==> src/hdl/fp_div_defs.svh <==
// ------------------
// Field widths, exponent bias and pipeline depth
// for the double-precision divider
// ------------------

`ifndef FP_DIV_DEFS_SVH
`define FP_DIV_DEFS_SVH

// IEEE 754 binary64 fields
`define FP_DIV_EXP_W   11
`define FP_DIV_MANT_W  52
`define FP_DIV_BIAS    1023

// One restoring stage per quotient bit, implicit one included
`define FP_DIV_STEPS   53

// Unpack + division chain + pack
`define FP_DIV_LATENCY 55

`endif

==> src/hdl/fp_div_pkg.sv <==
// ------------------
// Types shared by the divider pipeline
// Operand class, result kind, sideband and pipeline word
// ------------------

`include "fp_div_defs.svh"

package fp_div_pkg;

    // Operand class, denormals are treated as zero
    typedef enum logic [1:0] {
        CLS_ZERO,
        CLS_NORMAL,
        CLS_INF,
        CLS_NAN
    } fp_class_e;

    // How pack forms the final word
    typedef enum logic [1:0] {
        KIND_DIVIDE,
        KIND_NAN,
        KIND_INF,
        KIND_ZERO
    } res_kind_e;

    // Sideband carried unchanged through every division stage
    typedef struct packed {
        logic                          valid;
        res_kind_e                     kind;
        logic                          sign;
        // Biased exponent before normalization
        logic signed [`FP_DIV_EXP_W:0] exp_res;
    } fp_side_t;

    // One word of the division pipeline
    typedef struct packed {
        logic [`FP_DIV_MANT_W+1:0] rem;
        logic [`FP_DIV_MANT_W:0]   dividend;
        logic [`FP_DIV_MANT_W:0]   divisor;
        logic [`FP_DIV_MANT_W:0]   quot;
        fp_side_t                  side;
    } div_word_t;

endpackage

==> src/hdl/fp_div_step.sv <==
// ------------------
// One restoring-division stage
// Produces one quotient bit per cycle
// ------------------

`timescale 1ns/1ns

`include "fp_div_defs.svh"

module fp_div_step (
    input  logic                  clk,
    input  logic                  rst_n,
    input  fp_div_pkg::div_word_t word_in,
    output fp_div_pkg::div_word_t word_out
);
    import fp_div_pkg::*;

    logic [`FP_DIV_MANT_W+1:0] shifted_rem;
    // One extra bit holds the sign of the trial subtraction
    logic [`FP_DIV_MANT_W+2:0] trial;
    logic                      q_bit;

    logic [`FP_DIV_MANT_W+1:0] rem_q;
    logic [`FP_DIV_MANT_W:0]   dividend_q;
    logic [`FP_DIV_MANT_W:0]   divisor_q;
    logic [`FP_DIV_MANT_W:0]   quot_q;
    fp_side_t                  side_q;

    // --------------------
    // Trial subtraction
    // --------------------
    always_comb begin
        shifted_rem = {word_in.rem[`FP_DIV_MANT_W:0],
                       word_in.dividend[`FP_DIV_MANT_W]};
        trial       = {1'b0, shifted_rem} - {2'b00, word_in.divisor};
        q_bit       = ~trial[`FP_DIV_MANT_W+2];
    end

    // --------------------
    // Stage registers
    // --------------------
    always_ff @(posedge clk) begin
        // Restore by keeping the shifted remainder when the trial went negative
        rem_q      <= q_bit ? trial[`FP_DIV_MANT_W+1:0] : shifted_rem;
        dividend_q <= {word_in.dividend[`FP_DIV_MANT_W-1:0], 1'b0};
        divisor_q  <= word_in.divisor;
        quot_q     <= {word_in.quot[`FP_DIV_MANT_W-1:0], q_bit};
    end

    always_ff @(posedge clk) begin
        if (!rst_n) begin
            side_q <= '0;
        end else begin
            side_q <= word_in.side;
        end
    end

    assign word_out = '{rem:      rem_q,
                        dividend: dividend_q,
                        divisor:  divisor_q,
                        quot:     quot_q,
                        side:     side_q};

endmodule

==> config.mk <==
export PLATFORM = sky130hd
export DESIGN_NAME = fp_div_step
export DESIGN_NICKNAME = d
export VERILOG_FILES = /design/src/hdl/fp_div_pkg.sv /design/src/hdl/fp_div_step.sv
export VERILOG_INCLUDE_DIRS = /design/src /design/src/hdl
export SDC_FILE = /design/constraint.sdc
export NUM_CORES = 1
export LEC_CHECK = 0
export BUFFER_PORTS_ARGS = -buffer_cell sky130_fd_sc_hd__buf_2
export CAP_MARGIN = 20
export CORE_AREA = 2 2 179 181
export CTS_CLUSTER_SIZE = 12
export DETAILED_ROUTE_END_ITERATION = 6
export DIE_AREA = 0 0 181 183
export GPL_ROUTABILITY_DRIVEN = 0
export SLEW_MARGIN = 15
export SYNTH_ARGS = -nofsm -noshare
export SYNTH_HDL_FRONTEND = slang
export SYNTH_SLANG_ARGS = --single-unit
==> constraint.sdc <==
create_clock -name clk -period 3.4 [get_ports clk]
set_input_delay 0.68 -clock clk [delete_from_list [all_inputs] [get_ports clk]]
set_output_delay 0.68 -clock clk [all_outputs]
set_load 0.1 [all_outputs]
==> results.toml <==
[run_status]
status = "finished, final reports clean"

[yosys]
synth_common_cells = "dfxtp_1 (228), nor2_1 (79), inv_1 (76), a21oi_1 (64), ha_1 (53)"
ys_seq_area_frac = 0.505
ys.warnings.count = 0
synth_area_per_cell_um2 = 10.0
synth_top_area_cell = "dfxtp_1"
ys_ff_latch = 228
synthCells = 904
synth_nets = 1189
synth.distinct_cells = 71
synth.area.top_cells = "dfxtp_1 (50%), ha_1 (7.3%), a21oi_2 (3.7%)"
synth.cell_area_um2 = 9050
async_flop_share = 0
yosysMostFrequentCell = "dfxtp_1"
synth_flop_cell = "dfxtp_1"
synth.top_cell.area_share = 0.505
synth_edf_count = 0

[global_route]
grt_pass1_vias = 8436
antenna_found_initial = 10
busiest_layer = "met2"
grt_overflow = 0
use_met3 = 0.0548
use_met1 = 0.220
grt_pass1_wl_um = 49400
grt_max_degree = 28
grt_use_met2 = 0.347
grt.total_usage = 0.192

[drt]
wirelength_um = 33200
avgViaCountPerCell = 4.52
ant_nets = 0
wl_per_cell_um = 18.1
vias = 8287
drc = 0
drt-initial-drc-count = 318
drt_pass1_iterations = 4

[timing]
timing.fmax_mhz = 331
hold_viol = 0
setup_viol = 0
slew_headroom = 0.628
tightest_slew_ps = 553
rsz0062_at_grt = "no"
post-route-period-util = 0.888
period_minus_slack_ps = 3020
setup_tns_ps = 0
drv_slew = 0

[worst_setup_path]
critPathCapture = "rem_q[8]$_DFF_P_"
crit_required_ps = 3830
cp_slowest_cell = "fa_1"
crit_arrival_ps = 3450
worst-setup-path-type = "primary input to register"
critPathLaunchType = "primary input"
worstSetupEndpointType = "register"
startpoint = "word_in[174]"
cp_common_cell = "inv_1"
cp_cell_sequence = "buf_2 -> inv_1 -> ha_1 -> inv_1 -> fa_1 -> a21oi_2 -> o211ai_1 -> a22oi_2 -> a211oi_2 -> o31ai_2 -> o21ai_1 -> a21o_4 -> buf_12 -> mux2_4"
cp_slowest_stage_delay_ps = 400
crit_path_max_fanout = 27

[worst_hold_path]
holdPathStages = 1
hp-class = "primary input to register"

[clock_tree]
post_cts_resized = 0
post_cts_buffers = 0
root_buffer = "clkbuf_16"
cts_tree = "done"
path_clk_slew_ps = 60
cts.path.max_buffers = 3
holdBufCountCts = 0
ctsHtreeMaxLevel = 1
cts_num_sinks = 228
cts_made_buffers = 27

[power]
total_power_mw = 9.24
power_leakage_nw = 6.44
ir_worst_vdd_mv = 0.661
power_density_nw_per_um2 = 711

[place]
dp_hpwl_um = 27800
port_buffers = 456

[floorplan]
start_util = 0.290
io_pins = 460
dieArea_um2 = 33100
die_y_um = 183
rows = 65
fp.dieW_um = 181
core_um2 = 31200

[finish]
finish.utilization = 0.416
syn_to_final_growth_pct = 43.7
drive_gt1_frac = 0.440
final_nets = 1696
fillCellCount = 3129

[job]
drv_cap = 0
area by class of cell:
cell class	count	area (um^2)	share of cell area
Sequential cell	228	4560	0.351
Multi-Input combinational cell	564	3970	0.305
Timing Repair Buffer	514	2760	0.212
Clock buffer	34	742	0.0571
Tap cell	402	503	0.0387
Inverter	76	285	0.0219
Clock inverter	12	165	0.0127
Antenna cell	5	12.5	0.000963
worst max-delay path, delay by kind of cell:
family                     cells  cell delay, ps
buffers and inverters          4             360
AOI/OAI and AO/OA              7            1530
adders and majority gates      2             550
muxes                          1             300
cell usage in the layout (no fill, tap or decap), types with 4 or more instances in the layout:
| cell | Yosys | layout |
|---|---|---|
| nand2b_1 | 4 | 4 |
| a21o_1 | 21 | 20 |
| o21bai_1 | 13 | 13 |
| mux2_4 | 8 | 8 |
| inv_1 | 76 | 76 |
| a31oi_1 | 6 | 6 |
| ha_1 | 53 | 53 |
| nor4_1 | 4 | 4 |
| nor2b_1 | 6 | 6 |
| a211oi_1 | 4 | 4 |
| nor3_1 | 10 | 10 |
| diode_2 | 0 | 5 |
| nor2_1 | 79 | 79 |
| xnor2_1 | 29 | 29 |
| nand2_1 | 46 | 46 |
| buf_4 | 1 | 55 |
| and2_1 | 21 | 21 |
| dfxtp_1 | 228 | 228 |
| buf_2 | 13 | 456 |
| nand4_1 | 21 | 21 |
| o211ai_1 | 5 | 5 |
| nor3_2 | 4 | 4 |
| nand3_1 | 8 | 8 |
| o21a_1 | 10 | 10 |
| a21oi_1 | 64 | 64 |
| xor2_1 | 19 | 19 |
| a21oi_2 | 38 | 38 |
| o21ai_0 | 31 | 31 |
| clkbuf_16 | 0 | 27 |
| o21ai_1 | 6 | 6 |
| clkbuf_8 | 0 | 4 |
sequential cells by signal, indices dropped and copies added, names as in the netlist:
name,flops
dividend_q,52
word_out,16
divisor_q,53
rem_q,54
quot_q,53
cell families after synthesis:
family	count (synthesis)	synth area share
simple gates	216	0.117
other cells	1	0.000415
fa+ha+maj	54	0.0755
mux	9	0.0145
flops	228	0.505
buf+inv	112	0.0574
compound gates	236	0.184
xor+xnor	48	0.0465
per-stage QoR:
step	cells	hold WS (ps)	cell area, um^2	setup slack (ps)
2_1_floorplan	904	708	9050	297
3_3_place_gp	1784	783	12100	-139
3_5_place_dp	1784	784	12100	-198
4_1_cts	1830	192	13000	378
5_1_grt	1831	196	13000	202
6_report	1835	219	13000	380
layer usage:
| layer | part of all wire | routed length (um) | vias up |
|---|---|---|---|
| met4 | 0.029 | 977 | 12 |
| met2 | 0.50 | 16500 | 286 |
| met5 | 0.0024 | 80 | - |
| met3 | 0.073 | 2430 | 63 |
| li1 | - | - | 4126 |
| met1 | 0.40 | 13300 | 3800 |
worst min-delay path by stage:
| stage | start | endpoint | slack, ps |
|---|---|---|---|
| after floorplan | word_in[131] | dividend_q[10]$_DFF_P_ | 710 |
| after global placement | word_in[131] | dividend_q[10]$_DFF_P_ | 780 |
| after detailed placement | word_in[137] | dividend_q[16]$_DFF_P_ | 780 |
| after CTS | word_in[130] | dividend_q[9]$_DFF_P_ | 190 |
| after global routing | word_in[163] | dividend_q[42]$_DFF_P_ | 200 |
| final | word_in[163] | dividend_q[42]$_DFF_P_ | 220 |
where the power goes:
| part | switching, mW | total, mW | internal [mW] |
|---|---|---|---|
| registers | 0.0603 | 2.98 | 2.92 |
| clock network | 1.19 | 2.96 | 1.77 |
| logic | 2.58 | 3.29 | 0.715 |
No activity file was read; power rests on OpenSTA's default activity.
