### src/hdl/fp_div_defs.svh
// ------------------
// Field widths, exponent bias and pipeline depth
// for the double-precision divider
// ------------------

`ifndef FP_DIV_DEFS_SVH
`define FP_DIV_DEFS_SVH

// IEEE 754 binary64 fields
`define FP_DIV_EXP_W   11
`define FP_DIV_MANT_W  52
`define FP_DIV_BIAS    1023

// One restoring stage per quotient bit, implicit one included
`define FP_DIV_STEPS   53

// Unpack + division chain + pack
`define FP_DIV_LATENCY 55

`endif

### src/hdl/fp_div_pkg.sv
// ------------------
// Types shared by the divider pipeline
// Operand class, result kind, sideband and pipeline word
// ------------------

`include "fp_div_defs.svh"

package fp_div_pkg;

    // Operand class, denormals are treated as zero
    typedef enum logic [1:0] {
        CLS_ZERO,
        CLS_NORMAL,
        CLS_INF,
        CLS_NAN
    } fp_class_e;

    // How pack forms the final word
    typedef enum logic [1:0] {
        KIND_DIVIDE,
        KIND_NAN,
        KIND_INF,
        KIND_ZERO
    } res_kind_e;

    // Sideband carried unchanged through every division stage
    typedef struct packed {
        logic                          valid;
        res_kind_e                     kind;
        logic                          sign;
        // Biased exponent before normalization
        logic signed [`FP_DIV_EXP_W:0] exp_res;
    } fp_side_t;

    // One word of the division pipeline
    typedef struct packed {
        logic [`FP_DIV_MANT_W+1:0] rem;
        logic [`FP_DIV_MANT_W:0]   dividend;
        logic [`FP_DIV_MANT_W:0]   divisor;
        logic [`FP_DIV_MANT_W:0]   quot;
        fp_side_t                  side;
    } div_word_t;

endpackage

### src/hdl/fp_div_pack.sv
// ------------------
// Output stage of the divider
// Normalize, overflow and underflow,
// special results, registered output
// ------------------

`timescale 1ns/1ns

`include "fp_div_defs.svh"

module fp_div_pack (
    input  logic                  clk,
    input  logic                  rst_n,
    input  fp_div_pkg::div_word_t word_in,
    output logic                  out_valid,
    output logic [63:0]           result
);
    import fp_div_pkg::*;

    localparam int          EXP_MAX = (1 << `FP_DIV_EXP_W) - 1;
    localparam logic [63:0] QNAN    = 64'h7FF8_0000_0000_0000;

    fp_side_t                        side;
    logic [`FP_DIV_MANT_W:0]         quot;
    logic signed [`FP_DIV_EXP_W:0]   norm_exp;
    logic [`FP_DIV_MANT_W-1:0]       norm_mant;
    logic [`FP_DIV_EXP_W:0]          shift_amt;
    logic [`FP_DIV_MANT_W:0]         den_mant;
    logic [`FP_DIV_EXP_W-1:0]        out_exp;
    logic [`FP_DIV_MANT_W-1:0]       out_mant;
    logic [63:0]                     packed_word;

    // --------------------
    // Normalize
    // --------------------
    always_comb begin
        side = word_in.side;
        quot = word_in.quot;

        if (quot[`FP_DIV_MANT_W]) begin
            norm_exp  = side.exp_res;
            norm_mant = quot[`FP_DIV_MANT_W-1:0];
        end else begin
            // Ratio below one puts the leading one a place lower
            norm_exp  = side.exp_res - $signed((`FP_DIV_EXP_W+1)'(1));
            norm_mant = {quot[`FP_DIV_MANT_W-2:0], 1'b0};
        end
    end

    // --------------------
    // Overflow and underflow
    // --------------------
    always_comb begin
        shift_amt = 1 - norm_exp;
        den_mant  = {1'b1, norm_mant} >> shift_amt;
        out_exp   = norm_exp[`FP_DIV_EXP_W-1:0];
        out_mant  = norm_mant;

        if (norm_exp >= EXP_MAX) begin
            out_exp  = '1;
            out_mant = '0;
        end else if (norm_exp <= 0) begin
            // Denormal result
            // A shift past every bit leaves a signed zero
            out_exp  = '0;
            out_mant = den_mant[`FP_DIV_MANT_W-1:0];
        end
    end

    // Special kinds bypass the quotient
    always_comb begin
        case (side.kind)
            KIND_NAN: begin
                packed_word = QNAN;
            end
            KIND_INF: begin
                packed_word = {side.sign, {`FP_DIV_EXP_W{1'b1}}, {`FP_DIV_MANT_W{1'b0}}};
            end
            KIND_ZERO: begin
                packed_word = {side.sign, 63'b0};
            end
            default: begin
                packed_word = {side.sign, out_exp, out_mant};
            end
        endcase
    end

    // --------------------
    // Output registers
    // --------------------
    always_ff @(posedge clk) begin
        if (!rst_n) begin
            out_valid <= 1'b0;
            result    <= '0;
        end else begin
            out_valid <= side.valid;
            result    <= packed_word;
        end
    end

endmodule

### config.mk
export PLATFORM = sky130hd
export DESIGN_NAME = fp_div_pack
export DESIGN_NICKNAME = d
export VERILOG_FILES = /design/src/hdl/fp_div_pkg.sv /design/src/hdl/fp_div_pack.sv
export VERILOG_INCLUDE_DIRS = /design/src /design/src/hdl
export SDC_FILE = /design/constraint.sdc
export NUM_CORES = 1
export LEC_CHECK = 0
export ABC_AREA = 1
export BUFFER_PORTS_ARGS = -buffer_cell sky130_fd_sc_hd__buf_2
export CAP_MARGIN = 20
export CORE_ASPECT_RATIO = 0.9
export CORE_UTILIZATION = 49
export CTS_CLUSTER_SIZE = 40
export DETAILED_ROUTE_END_ITERATION = 8
export PLACE_DENSITY_LB_ADDON = 0.15
export SYNTH_ARGS = -nofsm -noshare
export SYNTH_HDL_FRONTEND = slang
export SYNTH_SLANG_ARGS = --single-unit
### constraint.sdc
create_clock -name clk -period 4.2 [get_ports clk]
set_input_delay 0.42 -clock clk [delete_from_list [all_inputs] [get_ports clk]]
set_output_delay 0.42 -clock clk [all_outputs]
set_load 0.01 [all_outputs]
==> results of run 1 <==
area by class of cell:
class | instances | area, um^2 | area share [%]
sequential | 65 | 1300 | 15.9
tap | 193 | 241 | 2.95
multi-input combinational | 1081 | 5060 | 61.8
clock buffer | 11 | 253 | 3.08
timing repair buffer | 171 | 956 | 11.7
clock inverter | 3 | 65.1 | 0.794
inverter | 85 | 319 | 3.89
layout by cell type, fill, tap and decap left out, types with 4 or more instances in the layout:
cell and count:
o21a_1 5, nor2_8 4, o21ai_0 92, clkbuf_16 9, buf_4 34, nor2_2 6, nand3_1 336, buf_2 136
o211ai_1 8, a21oi_1 59, nand4_1 18, ha_1 6, nor2_4 5, nand2_2 9, a31oi_1 4, inv_1 74
dfxtp_1 65, inv_2 9, o21ai_1 7, nand2_1 462, nor2_1 44
power groups by stage:
stage	Sequential (mW)	Combinational (mW)	Clock [mW]
floorplan	0.674	0.720	0
global placement	0.660	1.06	0
detailed placement	0.661	1.06	0
CTS	0.648	1.07	0.840
global route	0.649	1.20	0.866
finish	0.648	1.11	0.840
tightest hold or removal path, cell delays in order:
cell and delay, ps:
buf_2 80, nand2_1 50, inv_1 40
state kept, by name, indices dropped and copies added, names as in the netlist:
signal / count
result: 64
out_valid: 1
logic make-up after synthesis:
family	count (synthesis)
adder cells (fa/ha/maj)	6
buffers and inverters	177
AO/OA/AOI/OAI	181
flip-flops	65
AND/OR/NAND/NOR	891
XOR/XNOR	3
final timing paths:
check             cells past startpoint  slack [ps]                    end         from
setup / recovery                     28         390  result[19]$_SDFF_PN0_   word_in[0]
hold / removal                        3         270   out_valid$_SDFF_PN0_  word_in[15]
routing by layer:
layer / vias up / track usage (%) / wire length, um
met5: - / 0 / 0
met4: 0 / 23.8 / 1540
met3: 95 / 8.86 / 3170
met2: 628 / 62.6 / 12700
met1: 4191 / 54.7 / 12800
li1: 4564 / - / -
==> summary.txt, run 1 <==
CTS sink count: 65
Crit path required time: 4420 ps
Crit Path Class: in2reg
Cell taking the most area after synthesis: nand2_1
CP Data Arrival Time: 4030 ps
Worst slack at placement: 279 ps
Nets: 1650
Yosys warns: 0
Via count of the routed design: 9478
Fin crit share: 90.6%
FP Rows: 41
Delay-heaviest family, CP: simple AND/OR/NAND/NOR gates
Synth Area in Adders: 1.06%
Ant. Diodes: 0
Status: complete, no violations
1st-pass router iterations: 6
Via/cell ratio: 5.89
Post-synthesis mux area share: 0%
Final instance area: 0.00820 mm^2
Switching Fraction: 42.2%
Post-CTS Setup Bufs: 0
Area delta synth->final: 15.8%
Clk pwr share: 32.3%
Total internal power: 1.50 mW
Crit path launch type: input pin
Fillcell total: 1533
Synth area leaders: nand2_1 25%, nand3_1 24%, dfxtp_1 18%, o21ai_0 6.5%, a21oi_1 4.2%
GRT Util Overall: 41.4%
Number of DRC markers in iteration 0: 1134
Htree depth: 3
Count leader, synth: nand2_1
Switch Pwr: 1.10 mW
Mean Syn Cell Area: 5.35 um^2
Antenna Nets Post-Route: 0
Post-synth EDFFs: 0
Initial Utilization: 50.4%
RSZ-0062 raised after global routing: no
Ys async rst share: 0%
Largest net degree at the start of global routing: 79
Crit-path max cell delay: 330 ps
Mapped Cells: 1323
Mapped Area: 0.00708 mm^2
Most used DFF post-synth: dfxtp_1
Max IR drop VDD: 0.203 mV
Post-cts resize count: 0
Max_slew headroom: 36.8%
Simple-gate share of the synthesized area: 56.2%
Worst hold slack: 270 ps
Vias in the first global route: 8344
Total power: 2.60 mW
Placed Cells: 1595
DP Area: 0.00788 mm^2
Number of buffers created by CTS: 9
Placed wire-length estimate: 22200 um
Slew Viols, Final: 0
CP bufs+invs: 6
Main combinational cell family by area after synthesis: simple AND/OR/NAND/NOR gates
Wire length per cell: 18.8 um
Final worst slack: 394 ps
Yosys reg bits: 65
Post-synth cell types: 36
Xor/xnor cell area share of the yosys netlist: 0.477%
Syn nets: 1560
Final core utilization: 58.3%
Port bufs: 135
Critical Path End Type: flip-flop
Synth top area share: 24.5%
P per Cell Area: 317 mW/mm^2
Cts hold-fix bufs: 0
Sequential share of power: 24.9%
Clock slew at reported path FFs: 50 ps
Logic gate share of total power: 42.7%
Gpl congestion: 0.982
Die Width: 129 um
DRC: 0
Critical path's slowest cell: buf_4
Antenna violations before repair: 0
Setup Viol. Count Final: 0
CTS tree: done
Routed WL: 30200 um
Worst Path Max Fanout: 28
Worst slew pin tran: 945 ps
Max Cap Viol: 0
Root buffer selected by CTS: clkbuf_16
Top cell types by occurrence after synthesis: 463 x nand2_1, 336 x nand3_1, 92 x o21ai_0, 74 x inv_1, 65 x dfxtp_1
Setup TNS after final layout: 0 ps
Post-synthesis compound-gate area fraction: 13.6%
Crit path time final: 3810 ps
Core area: 0.0141 mm^2
Top Ports: 296
Seq/Total Area, Yosys: 18.4%
Die height: 116 um
First-pass GRT wire length: 46300 um
Max frequency: 0.263 GHz
Die Area: 0.0149 mm^2
Hold Vio Cnt, Final: 0
Type of the most critical hold path: in2reg
Most frequent CP cell: nand2_1
Fraction of layout cells with a size suffix above 1: 15.7%
P_leak: 4.30 nW
Max Buffers Root-to-Sink: 2
Overflow after GRT: 0
Finished Layout Cells: 1609
(Power assumes the default switching activity.)
==> run 2, diff against run 1 <==
--- a/config.mk
+++ b/config.mk
@@ -10,7 +10,7 @@
 export BUFFER_PORTS_ARGS = -buffer_cell sky130_fd_sc_hd__buf_2
 export CAP_MARGIN = 20
 export CORE_ASPECT_RATIO = 0.9
-export CORE_UTILIZATION = 49
+export CORE_UTILIZATION = 45
 export CTS_CLUSTER_SIZE = 40
 export DETAILED_ROUTE_END_ITERATION = 8
 export PLACE_DENSITY_LB_ADDON = 0.15
==> constraint.sdc (replaced) <==
create_clock -name clk -period 3.36 [get_ports clk]
set_input_delay 0.336 -clock clk [delete_from_list [all_inputs] [get_ports clk]]
set_output_delay 0.336 -clock clk [all_outputs]
set_load 0.01 [all_outputs]
==> run 2 against run 1 <==
Effect of this change: cell count is 6.3% higher; worst setup slack worse by 230 ps; global-route usage is 2.9 points lower; via count is 3.9% higher; sequential cell count stayed put; sequential share of layout area is 1.8 points lower; critical endpoint is now result[16]$_SDFF_PN0_; count of clock-buffer cells in the layout stayed put; hold slack worse by 90 ps; core utilization is 1.7 points higher; critical path depth is 2 lower; sequential power is 25% higher; largest power group unchanged.
==> summary.txt, run 2 (synthesis gave the netlist of run 1 again) <==
Hold Vio Cnt, Final: 0 (unchanged)
Finished Layout Cells: 1711 (+6.3%)
Slew Viols, Final: 0 (unchanged)
Status: complete, no violations
Crit path required time: 3650 ps (-770 ps)
FP Rows: 43 (+4.9%)
Max Buffers Root-to-Sink: 2 (unchanged)
Max IR drop VDD: 0.256 mV (+26%)
Worst slack at placement: -270 ps (-549 ps)
Antenna violations before repair: 0 (unchanged)
Max reg flops: 64 (unchanged)
Overflow after GRT: 0 (unchanged)
Ant. Diodes: 0 (unchanged)
Max frequency: 0.312 GHz
Die Area: 0.0162 mm^2 (+8.7%)
Critical Path End Type: flip-flop
Htree depth: 3 (unchanged)
Largest net degree at the start of global routing: 53 (-33%)
Number of DRC markers in iteration 0: 1112 (-1.9%)
Max Cap Viol: 0 (unchanged)
Die height: 121 um (+4.3%)
Number of buffers created by CTS: 9 (unchanged)
CTS tree: done
Top flop regs: result x64, out_valid x1
Die Width: 134 um (+4.3%)
1st-pass router iterations: 6 (unchanged)
Placed Cells: 1688 (+5.8%)
Crit path time final: 3200 ps
Cts hold-fix bufs: 0 (unchanged)
Clock slew at reported path FFs: 60 ps (about the same)
Worst hold slack: 180 ps (-89.6 ps)
Final worst slack: 160 ps (-234 ps)
Setup Viol. Count Final: 0 (unchanged)
P_leak: 4.85 nW (+13%)
Placed wire-length estimate: 23600 um (+6.3%)
Most common cell after layout, fill and taps aside: nand2_1
Root buffer selected by CTS: clkbuf_16
Fin crit share: 95.2%
Crit path launch type: input pin
Via/cell ratio: 5.76 (-2.3%)
P per Cell Area: 362 mW/mm^2 (+14%)
Most frequent cells in the layout: 446 x nand2_1, 316 x nand3_1, 137 x buf_2
Worst Path Max Fanout: 6 (-79%)
Setup TNS after final layout: 0 ps (unchanged)
Gpl congestion: 0.987 (+0.48%)
Fraction of layout cells with a size suffix above 1: 24.1% (+8.4 points)
Initial Utilization: 46.0% (-4.4 points)
Vias in the first global route: 8720 (+4.5%)
First-pass GRT wire length: 47400 um (+2.4%)
Wire length per cell: 18.2 um (-3.3%)
Top Ports: 296 (unchanged)
Final core utilization: 60.1% (+1.7 points)
Worst slew pin tran: 800 ps (-144 ps)
Port bufs: 135 (unchanged)
Crit Path Class: in2reg
DRC: 0 (unchanged)
Type of the most critical hold path: in2reg
Antenna Nets Post-Route: 0 (unchanged)
Nets: 1741 (+5.5%)
Max_slew headroom: 46.1% (+9.3 points)
CP Data Arrival Time: 3490 ps (-540 ps)
Core area: 0.0154 mm^2 (+9.5%)
Most flops, register: result
CTS sink count: 65 (unchanged)
GRT Util Overall: 38.5% (-2.9 points)
Routed WL: 31100 um (+2.8%)
Via count of the routed design: 9849 (+3.9%)
Area delta synth->final: 30.5%
[run 2: cell types whose count changed in the layout (fill, tap and decap cells not counted), moves of 3 or more]
cell     delta
a21oi_1     -5
a21oi_2     +5
buf_12     +10
buf_4      +74
buf_6       +5
inv_1       -4
inv_2       +3
nand2_1    -16
nand2_2    +12
nand2_4     +4
nand3_1    -20
nand3_2    +20
[run 2: power breakdown]
group          switching [mW]  internal, mW  leakage (nW)
registers             0.00622         0.802         0.530
logic                    1.05         0.539          4.18
clock network           0.376         0.574         0.139
total                    1.43          1.91          4.85
[run 2: path summary, 6_finish.rpt]
check / to / start / slack [ps] / depth (start not counted)
worst min-delay path: out_valid$_SDFF_PN0_ / word_in[15] / 180 / 3
worst max-delay path: result[16]$_SDFF_PN0_ / word_in[68] / 160 / 26
[run 2: timing repair]
action	in CTS	in global routing
setup endpoints to repair	0	48
setup buffers	0	4
gates resized for setup	0	71
[run 2: per-layer routing]
metal | part of all wire, % | global-route usage, % | vias to the layer above
li1 | - | - | 4758
met1 | 42 | 50.6 | 4440
met2 | 42 | 58.5 | 559
met3 | 9.9 | 7.81 | 92
met4 | 5.4 | 21.9 | 0
met5 | 0 | 0 | -
[run 2: area by class of cell]
| type | count | area (um^2) |
|---|---|---|
| clock buffers | 11 | 233 |
| clock inverters | 5 | 56.3 |
| fillers | 1579 | 6140 |
| inverters | 85 | 322 |
| multi-input cells | 1081 | 5280 |
| flip-flops and latches | 65 | 1300 |
| well taps | 202 | 253 |
| repair buffers | 262 | 1800 |
[run 2: through the flow]
stage | total power [mW] | instance area, um^2
finish | 3.34 | 9240
global route | 3.53 | 9240
CTS | 3.26 | 8900
detailed placement | 2.31 | 8610
global placement | 2.31 | 8610
floorplan | 1.74 | 7080
[run 2: critical path: stages]
cell and delay, ps:
buf_2 140, buf_4 170, nor2_4 120, nand2_4 80, nor2_4 120, nand2_1 60, nand2_1 50, nand2_1 70
nor2_2 180, nand2_1 120, o21ai_2 160, nand2_2 100, nor2_8 210, nand2_8 130, nor2_8 230, buf_12 140
nand2_1 50, nand2_2 100, nand2_2 60, nand3_2 80, nand3_2 120, buf_6 150, nand3_1 70, nand3_1 80
a31oi_1 200, buf_4 160
