<file path="src/hdl/fp_div_defs.svh">
// ------------------
// Field widths, exponent bias and pipeline depth
// for the double-precision divider
// ------------------

`ifndef FP_DIV_DEFS_SVH
`define FP_DIV_DEFS_SVH

// IEEE 754 binary64 fields
`define FP_DIV_EXP_W   11
`define FP_DIV_MANT_W  52
`define FP_DIV_BIAS    1023

// One restoring stage per quotient bit, implicit one included
`define FP_DIV_STEPS   53

// Unpack + division chain + pack
`define FP_DIV_LATENCY 55

`endif

</file>
<file path="src/hdl/fp_div_pkg.sv">
// ------------------
// Types shared by the divider pipeline
// Operand class, result kind, sideband and pipeline word
// ------------------

`include "fp_div_defs.svh"

package fp_div_pkg;

    // Operand class, denormals are treated as zero
    typedef enum logic [1:0] {
        CLS_ZERO,
        CLS_NORMAL,
        CLS_INF,
        CLS_NAN
    } fp_class_e;

    // How pack forms the final word
    typedef enum logic [1:0] {
        KIND_DIVIDE,
        KIND_NAN,
        KIND_INF,
        KIND_ZERO
    } res_kind_e;

    // Sideband carried unchanged through every division stage
    typedef struct packed {
        logic                          valid;
        res_kind_e                     kind;
        logic                          sign;
        // Biased exponent before normalization
        logic signed [`FP_DIV_EXP_W:0] exp_res;
    } fp_side_t;

    // One word of the division pipeline
    typedef struct packed {
        logic [`FP_DIV_MANT_W+1:0] rem;
        logic [`FP_DIV_MANT_W:0]   dividend;
        logic [`FP_DIV_MANT_W:0]   divisor;
        logic [`FP_DIV_MANT_W:0]   quot;
        fp_side_t                  side;
    } div_word_t;

endpackage

</file>
<file path="src/hdl/fp_div_unpack.sv">
// ------------------
// Input stage of the divider
// Field split, operand classes, special-case kind,
// sign and exponent, first pipeline word
// ------------------

`timescale 1ns/1ns

`include "fp_div_defs.svh"

module fp_div_unpack (
    input  logic                  clk,
    input  logic                  rst_n,
    input  logic                  in_valid,
    input  logic [63:0]           a,
    input  logic [63:0]           b,
    output fp_div_pkg::div_word_t word_out
);
    import fp_div_pkg::*;

    localparam int EXP_MAX = (1 << `FP_DIV_EXP_W) - 1;

    function automatic fp_class_e classify(
        input logic [`FP_DIV_EXP_W-1:0]  e,
        input logic [`FP_DIV_MANT_W-1:0] m
    );
        fp_class_e cls;
        if (e == '0) begin
            // Denormals flushed to zero
            cls = CLS_ZERO;
        end else if (e == EXP_MAX[`FP_DIV_EXP_W-1:0]) begin
            cls = (m != '0) ? CLS_NAN : CLS_INF;
        end else begin
            cls = CLS_NORMAL;
        end
        return cls;
    endfunction

    logic                            sign_a;
    logic                            sign_b;
    logic [`FP_DIV_EXP_W-1:0]        exp_a;
    logic [`FP_DIV_EXP_W-1:0]        exp_b;
    logic [`FP_DIV_MANT_W-1:0]       man_a;
    logic [`FP_DIV_MANT_W-1:0]       man_b;
    fp_class_e                       cls_a;
    fp_class_e                       cls_b;
    logic [`FP_DIV_MANT_W:0]         full_a;
    logic [`FP_DIV_MANT_W:0]         full_b;
    logic signed [`FP_DIV_EXP_W+1:0] exp_wide;
    res_kind_e                       kind;

    // Registered pipeline word
    logic [`FP_DIV_MANT_W+1:0]       rem_q;
    logic [`FP_DIV_MANT_W:0]         dividend_q;
    logic [`FP_DIV_MANT_W:0]         divisor_q;
    fp_side_t                        side_q;

    always_comb begin
        {sign_a, exp_a, man_a} = a;
        {sign_b, exp_b, man_b} = b;
        cls_a  = classify(exp_a, man_a);
        cls_b  = classify(exp_b, man_b);
        full_a = {(cls_a == CLS_NORMAL), man_a};
        full_b = {(cls_b == CLS_NORMAL), man_b};

        // One bit wider than the sideband so overflow is caught here
        exp_wide = $signed({2'b00, exp_a}) - $signed({2'b00, exp_b})
                 + $signed((`FP_DIV_EXP_W+2)'(`FP_DIV_BIAS));

        // NaN first, then infinity, then zero
        if (cls_a == CLS_NAN || cls_b == CLS_NAN ||
            (cls_a == CLS_INF && cls_b == CLS_INF) ||
            (cls_a == CLS_ZERO && cls_b == CLS_ZERO)) begin
            kind = KIND_NAN;
        end else if (cls_a == CLS_INF || cls_b == CLS_ZERO) begin
            kind = KIND_INF;
        end else if (cls_a == CLS_ZERO || cls_b == CLS_INF) begin
            kind = KIND_ZERO;
        end else if (exp_wide > EXP_MAX) begin
            // Too large even after the normalize decrement
            kind = KIND_INF;
        end else begin
            kind = KIND_DIVIDE;
        end
    end

    // The first 52 steps of the long division only move the upper
    // mantissa bits into the remainder, so they start there and the
    // dividend keeps the low bit followed by the fraction zeros
    always_ff @(posedge clk) begin
        rem_q      <= {2'b00, full_a[`FP_DIV_MANT_W:1]};
        dividend_q <= {full_a[0], {`FP_DIV_MANT_W{1'b0}}};
        divisor_q  <= full_b;
    end

    always_ff @(posedge clk) begin
        if (!rst_n) begin
            side_q <= '0;
        end else begin
            side_q.valid   <= in_valid;
            side_q.kind    <= kind;
            side_q.sign    <= sign_a ^ sign_b;
            side_q.exp_res <= exp_wide[`FP_DIV_EXP_W:0];
        end
    end

    assign word_out = '{rem:      rem_q,
                        dividend: dividend_q,
                        divisor:  divisor_q,
                        quot:     '0,
                        side:     side_q};

endmodule

</file>
<file path="config.mk">
export PLATFORM = sky130hd
export DESIGN_NAME = fp_div_unpack
export DESIGN_NICKNAME = d
export VERILOG_FILES = /design/src/hdl/fp_div_pkg.sv /design/src/hdl/fp_div_unpack.sv
export VERILOG_INCLUDE_DIRS = /design/src /design/src/hdl
export SDC_FILE = /design/constraint.sdc
export NUM_CORES = 1
export LEC_CHECK = 0
export BUFFER_PORTS_ARGS = -buffer_cell sky130_fd_sc_hd__buf_2
export CORE_AREA = 3 3 138 140
export DETAILED_ROUTE_END_ITERATION = 6
export DIE_AREA = 0 0 141 143
export PLACE_DENSITY = 0.59
export SYNTH_ARGS = -nofsm -noshare
export SYNTH_HDL_FRONTEND = slang
export SYNTH_SLANG_ARGS = --single-unit
</file>
<file path="constraint.sdc">
create_clock -name clk -period 9.6 [get_ports clk]
set_input_delay 2.4 -clock clk [delete_from_list [all_inputs] [get_ports clk]]
set_output_delay 2.4 -clock clk [all_outputs]
set_load 0.005 [all_outputs]
</file>
==> results.toml, run 1 <==
[cells_and_area]
layout-drive-gt1-share_pct = 40.41
fill_cells = 1901
fin_nets = 867
syn2layout_area_growth_pct = 35.41
stdcell_count = 967
final_util_pct = 36.09

[floorplanning]
dieArea_sq_um = 20160
dieWidth_um = 141
die_y_um = 143
start_util_pct = 26.66
core_sq_um = 17960
row_count = 49
boundaryPins = 360

[yosys]
synth_cell_type_count = 56
synth_area_leaders = "dfxtp_1 (51%), buf_4 (17%), nor4_1 (4.2%)"
syn_area_sq_um = 4788
ys_seq_elements = 122
synth.most_common_cell = "dfxtp_1"
synth_compound_area_share_pct = 7.839
yosys.area_share.adder_pct = 3.815
synth_mux_area_share_pct = 0.4442
synth_top_family_by_area = "buffers and inverters"
synth_top_area_share_pct = 51.01
yosysWarnings = 0
synth_commonest_cells = "dfxtp_1 (122), buf_4 (107), nor4_1 (32)"
syn_area_per_cell_sq_um = 10.50
seq_area_frac_synth_pct = 51.01
synth_ff_type = "dfxtp_1"
yosys.area_share.xor_xnor_pct = 2.561
synth_edf_count = 0
syn_inst = 456
yosys.area_share.simple_pct = 15.76
synth_top_area_cell = "dfxtp_1"
synth_async_sr_flop_share_pct = 0

[cts]
ctsResizeCount = 0
cts_tree = "built"
clock-sinks = 122
root_buffer = "clkbuf_16"
htreeDepth = 4
cts_buffers = 17
clk_pin_slew_worst_paths_ns = 0.07
ctsHoldBuffers = 0
cts_setup_buffers = 0
clock_path_buffers = 2

[global_routing]
grt.total_usage_pct = 13.80
grt_max_degree = 17
grt_pass1_wl_mm = 20.97
grt_pass1_vias = 3788
grt-ovfl-total = 0
antenna_found_initial = 2

[timing]
final_hold_viol_count = 0
timing.hold.ws_ns = 2.103
slew_headroom_pct = 57.02
period_share_pct = 51.96
rsz0062_at_grt = "no"
fmax_ghz = 0.2005
fin_crit_ns = 4.988
tns_ns = 0
setup_viol = 0
worst_pin_slew_ns = 0.6389
finalMaxSlewViolations = 0

[placement]
dp.final_hpwl_mm = 12.07
dp.cells = 932
routabilityCongestion = 0.8491
portBuffers = 252

[detailed_routing]
drtPass1Iterations = 4
initialDrtViolationCount = 137
viasPerCell = 4.110
drc = 0
final_antenna_net_count = 0
wl_per_cell_um = 15.12
via_count = 3974
drt-total-wl_mm = 14.62

[pwr]
p_total_mw = 1.345
ir_drop_mv = 0.1314
p_leak_nw = 3.186
power_density_nw_per_um2 = 207.4

[setup_path]
critical_path_peak_fanout = 6
startpoint_type = "input pin"
critPathRequiredTime_ns = 9.96
end_kind = "flip-flop"
cp.arrival_ns = 5.34
critPathKind = "in -> reg"

[hold_path]
hold_path.class = "in -> reg"

[outcome]
outcome = "finished, final reports clean"

[job]
maxCapViolCount = 0
## cells in the final DEF (no fill, tap or decap), types with 3 or more instances in the layout
master	netlist	layout
buf_2	0	252
dfxtp_1	122	122
conb_1	1	107
nor4_1	32	32
clkbuf_16	0	17
inv_1	14	14
nand2_1	13	13
ha_1	13	13
nand3_1	12	12
nor2_1	12	12
nor3_1	11	11
nand4_1	9	9
a21oi_1	9	9
and2_1	9	9
xor2_1	8	8
nand2b_1	6	6
xnor2_1	6	6
o21ai_0	6	6
inv_8	0	6
a211oi_1	5	5
nor2b_1	4	4
a21boi_0	4	4
inv_6	0	4
diode_2	0	3
and3_1	3	3
o21a_1	3	3
a21o_1	3	3
o211ai_1	3	3
and2_2	3	3
clkinvlp_4	0	3
## sequential cells by signal, summed over array words and instances (netlist names)
name	count
rem_q	52
dividend_q	1
word_out	16
divisor_q	53
## final timing paths
path	from	to	slack [ns]	cells after the start
worst min-delay path	b[9]	divisor_q[9]$_DFF_P_	2.10	1
worst max-delay path	a[52]	word_out[14]$_SDFF_PP0_	4.61	13
## layer usage
layer / wire length (um) / vias up / share of wire, % / track usage, %
met1: 5418 / 1783 / 37 / 14.61
li1: - / 1919 / - / -
met3: 1685 / 22 / 12 / 5.760
met2: 7065 / 250 / 48 / 24.04
met4: 450 / 0 / 3.1 / 6.221
met5: 0 / - / 0 / 0
## cells by family (layout without fill, tap and decap cells)
group           count (synthesis)  after routing
xor+xnor                       14             14
other cells                     1            110
fa+ha+maj                      14             14
compound gates                 49             49
buf+inv                       125            298
mux                             2              2
flops                         122            122
simple gates                  129            129
## area by class of cell
cell class,instances,area (sq um),area share [%]
flip-flops and latches,122,2442,37.67
multi-input cells,315,1858,28.66
repair buffers,252,1261,19.45
clock buffers,17,425.4,6.561
well taps,229,286.5,4.419
clock inverters,15,150.1,2.316
inverters,14,52.55,0.8105
diodes,3,7.507,0.1158
## power by group
group / leakage [nW] / switching (mW) / internal, mW
registers: 1.03 / 0.00640 / 0.538
clock network: 0.275 / 0.271 / 0.346
logic: 1.88 / 0.104 / 0.0796
total: 3.19 / 0.381 / 0.964
## critical path: stages
cell and delay, ns:
buf_2 0.11, inv_1 0.05, ha_1 0.16, inv_1 0.05, fa_1 0.39, a21o_2 0.23, a21o_1 0.23, xor2_1 0.20
or3_1 0.49, nor3_1 0.51, and4b_2 0.33, o2111ai_1 0.10, nand3_1 0.08
## metrics by stage
| stage | setup slack [ns] | cell area (sq um) |
|---|---|---|
| after floorplan | 4.638 | 5186 |
| after global placement | 4.290 | 5901 |
| after detailed placement | 4.187 | 5901 |
| after CTS | 4.624 | 6476 |
| after global routing | 4.410 | 6479 |
| final | 4.612 | 6484 |
Power figures use the tool's default switching activity.
==> inputs of run 2 (changes only) <==
--- a/config.mk
+++ b/config.mk
@@ -6,10 +6,11 @@
 export SDC_FILE = /design/constraint.sdc
 export NUM_CORES = 1
 export LEC_CHECK = 0
+export ABC_AREA = 1
 export BUFFER_PORTS_ARGS = -buffer_cell sky130_fd_sc_hd__buf_2
-export CORE_AREA = 3 3 138 140
+export CORE_AREA = 3 3 139 141
 export DETAILED_ROUTE_END_ITERATION = 6
-export DIE_AREA = 0 0 141 143
+export DIE_AREA = 0 0 142 144
 export PLACE_DENSITY = 0.59
 export SYNTH_ARGS = -nofsm -noshare
 export SYNTH_HDL_FRONTEND = slang
==> constraint.sdc (replaced) <==
create_clock -name clk -period 5.1 [get_ports clk]
set_input_delay 1.275 -clock clk [delete_from_list [all_inputs] [get_ports clk]]
set_output_delay 1.275 -clock clk [all_outputs]
set_load 0.005 [all_outputs]
==> run 2 against run 1 <==
Against the previous run: hold slack worse by 1.1 ns; combinational power grew 82%; die area is 1.4% higher; critical endpoint unchanged; highest routed layer is now met5.
==> results.toml, run 2 <==
[outcome]
outcome = "finished, final reports clean"

[setup_path]
critPathLaunch = "a[52]"
slowest_stage = "fa_1"
critPathRequiredTime_ns = 5.45
critPathKind = "in -> reg"
startpoint_type = "input pin"
end_kind = "flip-flop"
crit_path_end = "word_out[14]$_SDFF_PP0_"
crit_family = "simple AND/OR/NAND/NOR gates"
max_stage_delay_ns = 0.49
cp_common_cell = "nand2_1"
crit_cells = 17
cp.buffers_inverters = 4
cp.arrival_ns = 3.72
cp_cell_sequence = "buf_2 -> inv_1 -> ha_1 -> inv_1 -> fa_1 -> inv_1 -> ha_1 -> or3b_2 -> nor2_1 -> nand2_1 -> nor2_1 -> nand3_1 -> nor2_1 -> nand2_1 -> nand2_1 -> nand2_1 -> a21oi_2"
critical_path_peak_fanout = 4

[floorplanning]
boundaryPins = 360
start_util_pct = 27.24
dieWidth_um = 142
row_count = 49
die_y_um = 144
dieArea_sq_um = 20450
core_sq_um = 18090

[global_routing]
grt_pass1_vias = 3917
grt_pass1_wl_mm = 21.94
grt.total_usage_pct = 14.45
grt_max_degree = 17
antenna_found_initial = 1
grt-ovfl-total = 0

[cts]
clock-sinks = 122
cts_setup_buffers = 0
htreeDepth = 4
ctsHoldBuffers = 0
ctsResizeCount = 0
clk_pin_slew_worst_paths_ns = 0.06
cts_buffers = 17
cts_tree = "built"
clock_path_buffers = 2
root_buffer = "clkbuf_16"

[cells_and_area]
largest_reg_flops = 53
fin_nets = 981
layout-drive-gt1-share_pct = 37.69
final_common_cell = "buf_2"
antenna_cells = 0
final_area_sq_um = 6691
final_util_pct = 37.00
top_register = "divisor_q"
fill_cells = 1886
syn2layout_area_growth_pct = 35.84
final_cell_mix = "buf_2 (252), dfxtp_1 (122), conb_1 (107)"

[detailed_routing]
drt-total-wl_mm = 15.33
met1_length_mm = 5.354
drtPass1Iterations = 4
via_count = 4224
initialDrtViolationCount = 170
viasPerCell = 3.918
final_antenna_net_count = 0
drc = 0
wl_per_cell_um = 14.22
met3_length_mm = 1.730
maxUsedRoutingLayer = "met5"
wl_met2_mm = 7.812

[placement]
dpl_cell_area_sq_um = 6065
routabilityCongestion = 0.8164
dp.final_hpwl_mm = 13.39
portBuffers = 252

[yosys]
synth_commonest_cells = "dfxtp_1 (122), buf_4 (107), nand2_1 (90)"
syn_area_per_cell_sq_um = 8.688
syn_area_sq_um = 4926
synth.most_common_cell = "dfxtp_1"
synth_ff_type = "dfxtp_1"
synth_area_leaders = "dfxtp_1 (50%), buf_4 (16%), nand2_1 (6.9%)"
synth_top_area_cell = "dfxtp_1"
seq_area_frac_synth_pct = 49.58
synth_top_area_share_pct = 49.58
syn_inst = 567
synth_edf_count = 0
synth_async_sr_flop_share_pct = 0
yosysWarnings = 0
ys_seq_elements = 122
synth_cell_type_count = 32

[timing]
worst_pin_slew_ns = 0.8015
tns_ns = 0
fmax_ghz = 0.2966
final_hold_viol_count = 0
slew_headroom_pct = 46.07
fin_crit_ns = 3.371
setup_viol = 0
finalMaxSlewViolations = 0
period_share_pct = 66.10
rsz0062_at_grt = "no"

[hold_path]
hold_path.class = "in -> reg"

[pwr]
ir_drop_mv = 0.1529
power_density_nw_per_um2 = 392.1
p_leak_nw = 3.599
p_total_mw = 2.624

[job]
maxCapViolCount = 0
==> run 2: changes by cell type after synthesis, moves of 12 or more <==
cell     delta
nor2_1     +47
nand2_2    +14
nand3_1    +20
nor4_1     -12
inv_1      +40
nand2_1    +77
==> run 2: kinds of logic after synthesis <==
kind of cell,Yosys count,share of synthesized area [%]
adders and majority gates,14,3.709
buffers and inverters,167,20.88
xor gates and xnor gates,3,0.5335
other,1,0.07613
AOI/OAI and AO/OA,18,2.286
and+or+nand+nor,242,22.94
DFF,122,49.58
==> run 2: layout make-up <==
| type | instances | area (sq um) | share of cell area, % |
|---|---|---|---|
| clock inverter | 15 | 201.4 | 3.010 |
| clock buffer | 17 | 425.4 | 6.358 |
| inverter | 59 | 221.5 | 3.310 |
| tap | 229 | 286.5 | 4.282 |
| sequential | 122 | 2442 | 36.50 |
| multi-input combinational | 384 | 1853 | 27.69 |
| timing repair buffer | 252 | 1261 | 18.85 |
==> run 2: power breakdown <==
part | internal (mW) | total [mW] | switching, mW
registers | 1.01 | 1.02 | 0.0126
logic | 0.133 | 0.333 | 0.199
clock network | 0.789 | 1.27 | 0.479
==> run 2: stage by stage <==
step                      worst slack, ns  hold slack (ns)  std cells
after floorplan                     1.641            1.303        673
after detailed placement            1.313            1.393       1046
after global placement              1.320            1.391       1046
after global routing                1.507           0.9502       1078
after CTS                           1.753           0.9443       1078
final                               1.729           0.9712       1078
==> run 2: worst min path at each step <==
stage / endpoint / startpoint / slack (ns) / depth (start not counted)
after global placement: rem_q[31]$_DFF_P_ / a[32] / 1.39 / 1
final: rem_q[12]$_DFF_P_ / a[13] / 0.97 / 1
after CTS: rem_q[12]$_DFF_P_ / a[13] / 0.94 / 1
after detailed placement: rem_q[30]$_DFF_P_ / a[31] / 1.39 / 1
after global routing: rem_q[1]$_DFF_P_ / a[2] / 0.95 / 1
after floorplan: dividend_q[52]$_DFF_P_ / a[0] / 1.30 / 0
==> run 2: metal layers <==
metal	vias to the layer above	GRT usage (%)
li1	2124	-
met1	1818	14.32
met2	249	26.91
met3	31	5.754
met4	2	5.758
met5	-	0
==> inputs of run 3 (changes only) <==
--- a/config.mk
+++ b/config.mk
@@ -6,12 +6,12 @@
 export SDC_FILE = /design/constraint.sdc
 export NUM_CORES = 1
 export LEC_CHECK = 0
-export ABC_AREA = 1
+export ABC_AREA = 0
 export BUFFER_PORTS_ARGS = -buffer_cell sky130_fd_sc_hd__buf_2
-export CORE_AREA = 3 3 139 141
+export CORE_AREA = 3 3 138 140
 export DETAILED_ROUTE_END_ITERATION = 6
-export DIE_AREA = 0 0 142 144
-export PLACE_DENSITY = 0.59
+export DIE_AREA = 0 0 141 143
+export PLACE_DENSITY = 0.61
 export SYNTH_ARGS = -nofsm -noshare
 export SYNTH_HDL_FRONTEND = slang
 export SYNTH_SLANG_ARGS = --single-unit
==> constraint.sdc (replaced) <==
create_clock -name clk -period 3 [get_ports clk]
set_input_delay 0.75 -clock clk [delete_from_list [all_inputs] [get_ports clk]]
set_output_delay 0.75 -clock clk [all_outputs]
set_load 0.005 [all_outputs]
==> run 3 against run 2 <==
Against the previous run: sequential power is 71% higher; utilization is 1.9 points higher; power is 74% higher; largest cell class unchanged; largest power group unchanged; critical path type unchanged.
==> results.toml, run 3 (synthesized netlist as in run 1, its figures left out) <==
[outcome]
outcome = "finished, final reports clean"

[cells_and_area]
final_common_cell = "buf_2"
layout-drive-gt1-share_pct = 45.65
stdcell_count = 1013
fill_cells = 1835
syn2layout_area_growth_pct = 45.83
largest_reg_flops = 53
fin_nets = 915
final_cell_mix = "buf_2 (251), dfxtp_1 (122), conb_1 (107)"
top_register = "divisor_q"

[cts]
clock_path_buffers = 2
ctsHoldBuffers = 0
clk_pin_slew_worst_paths_ns = 0.06
cts_buffers = 17
htreeDepth = 4
cts_setup_buffers = 0
cts_tree = "built"
clock-sinks = 122
root_buffer = "clkbuf_16"

[detailed_routing]
viasPerCell = 4.076
wl_per_cell_um = 14.84
drc = 0
initialDrtViolationCount = 121
drtPass1Iterations = 6
drt-total-wl_mm = 15.04
via_count = 4129
final_antenna_net_count = 0

[floorplanning]
boundaryPins = 360
core_sq_um = 17960
die_y_um = 143
dieArea_sq_um = 20160
start_util_pct = 26.66
row_count = 49
dieWidth_um = 141

[setup_path]
cp_cell_sequence = "buf_8 -> inv_4 -> ha_4 -> inv_2 -> fa_2 -> a21o_4 -> a21o_1 -> xor2_2 -> or4_1 -> or4_1 -> a21oi_1 -> o2111ai_1 -> nand3_1"
critPathLaunch = "a[52]"
critical_path_peak_fanout = 3
cp_common_cell = "or4_1"
slowest_stage = "or4_1"
critPathRequiredTime_ns = 3.35
max_stage_delay_ns = 0.53
end_kind = "flip-flop"
cp.arrival_ns = 3.28
critPathKind = "in -> reg"
startpoint_type = "input pin"

[timing]
slew_headroom_pct = 58.41
worst_pin_slew_ns = 0.6182
fmax_ghz = 0.3411
setup_viol = 0
period_share_pct = 97.72
final_hold_viol_count = 0
rsz0062_at_grt = "yes"
final.setup.worst_slack_ns = 0.06838
finalMaxSlewViolations = 0
fin_crit_ns = 2.932

[pwr]
p_leak_nw = 3.460
power_density_nw_per_um2 = 655.0
ir_drop_mv = 0.4927

[hold_path]
hold_path.class = "in -> reg"
hp-start = "b[20]"

[global_routing]
busiest_layer = "met2"
grtUsageMet3_pct = 4.655
antenna_found_initial = 3
grt_pass1_wl_mm = 21.08
grt_util_met2_pct = 24.97
grt.total_usage_pct = 13.96
grt-ovfl-total = 0
grt_pass1_vias = 3766
grt_max_degree = 17
use_met1_pct = 15.01

[placement]
dp.final_hpwl_mm = 12.74
dp.cells = 980
dp_slack_ns = -0.4780
routabilityCongestion = 0.8392
portBuffers = 252

[job]
maxCapViolCount = 0
-- run 3: cell types whose count changed in the layout (fill, tap and decap cells not counted), sizes merged, moves of 4 or more --
cell	change
inv	-47
nor2b	+4
xnor2	+5
nor3	+7
nor4	+12
xor2	+6
a211oi	+6
and2	+13
nand2b	+6
buf	+48
a21o	+6
nand2	-93
nor2	-53
nand3	-23
-- run 3: metrics by stage --
step                      utilization [%]  instance area (sq um)  power, mW  TNS [ns]  hold WS [ns]
final                               38.87                   6983      4.574         0        0.4512
after global routing                38.86                   6980      4.774  -0.03892        0.4352
after CTS                           38.42                   6902      4.606         0        0.4299
after detailed placement            34.97                   6282      2.468    -1.425        0.8676
after global placement              34.97                   6282      2.462    -1.409        0.8666
after floorplan                         -                   5207      2.192   -0.1794        0.7777
-- run 3: power by group --
part	switching, mW	internal, mW
Combinational	0.363	0.351
Sequential	0.0207	1.72
Clock	0.792	1.32
Total	1.18	3.40
-- run 3: final cells by class --
type	count	area, sq um	share of cell area, %
sequential	122	2442	34.98
multi-input combinational	315	1953	27.97
inverter	14	55.05	0.7884
clock inverter	14	183.9	2.634
clock buffer	17	425.4	6.092
tap	229	286.5	4.103
timing repair buffer	300	1632	23.36
antenna	2	5.005	0.07167
-- run 3: final timing paths --
kind	to	slack (ns)	cells past startpoint
min	divisor_q[20]$_DFF_P_	0.45	1
max	word_out[14]$_SDFF_PP0_	0.07	13
-- run 3: metal layers --
metal | up-vias | routed length [um]
met5 | - | 13
met4 | 2 | 415
met3 | 26 | 1428
met2 | 234 | 7523
met1 | 1855 | 5654
li1 | 2012 | -
-- run 3: critical path, delay by kind of cell --
| kind | cells | cell delay [ns] |
|---|---|---|
| AND/OR/NAND/NOR | 3 | 1.02 |
| adder cells (fa/ha/maj) | 2 | 0.47 |
| AO/OA/AOI/OAI | 4 | 0.70 |
| buffers and inverters | 3 | 0.18 |
| XOR/XNOR | 1 | 0.16 |
-- run 3: what timing repair did --
action	CTS	global route
pin swaps	0	4
gates cloned	0	0
gates resized for setup	2	14
setup endpoints to repair	1	2
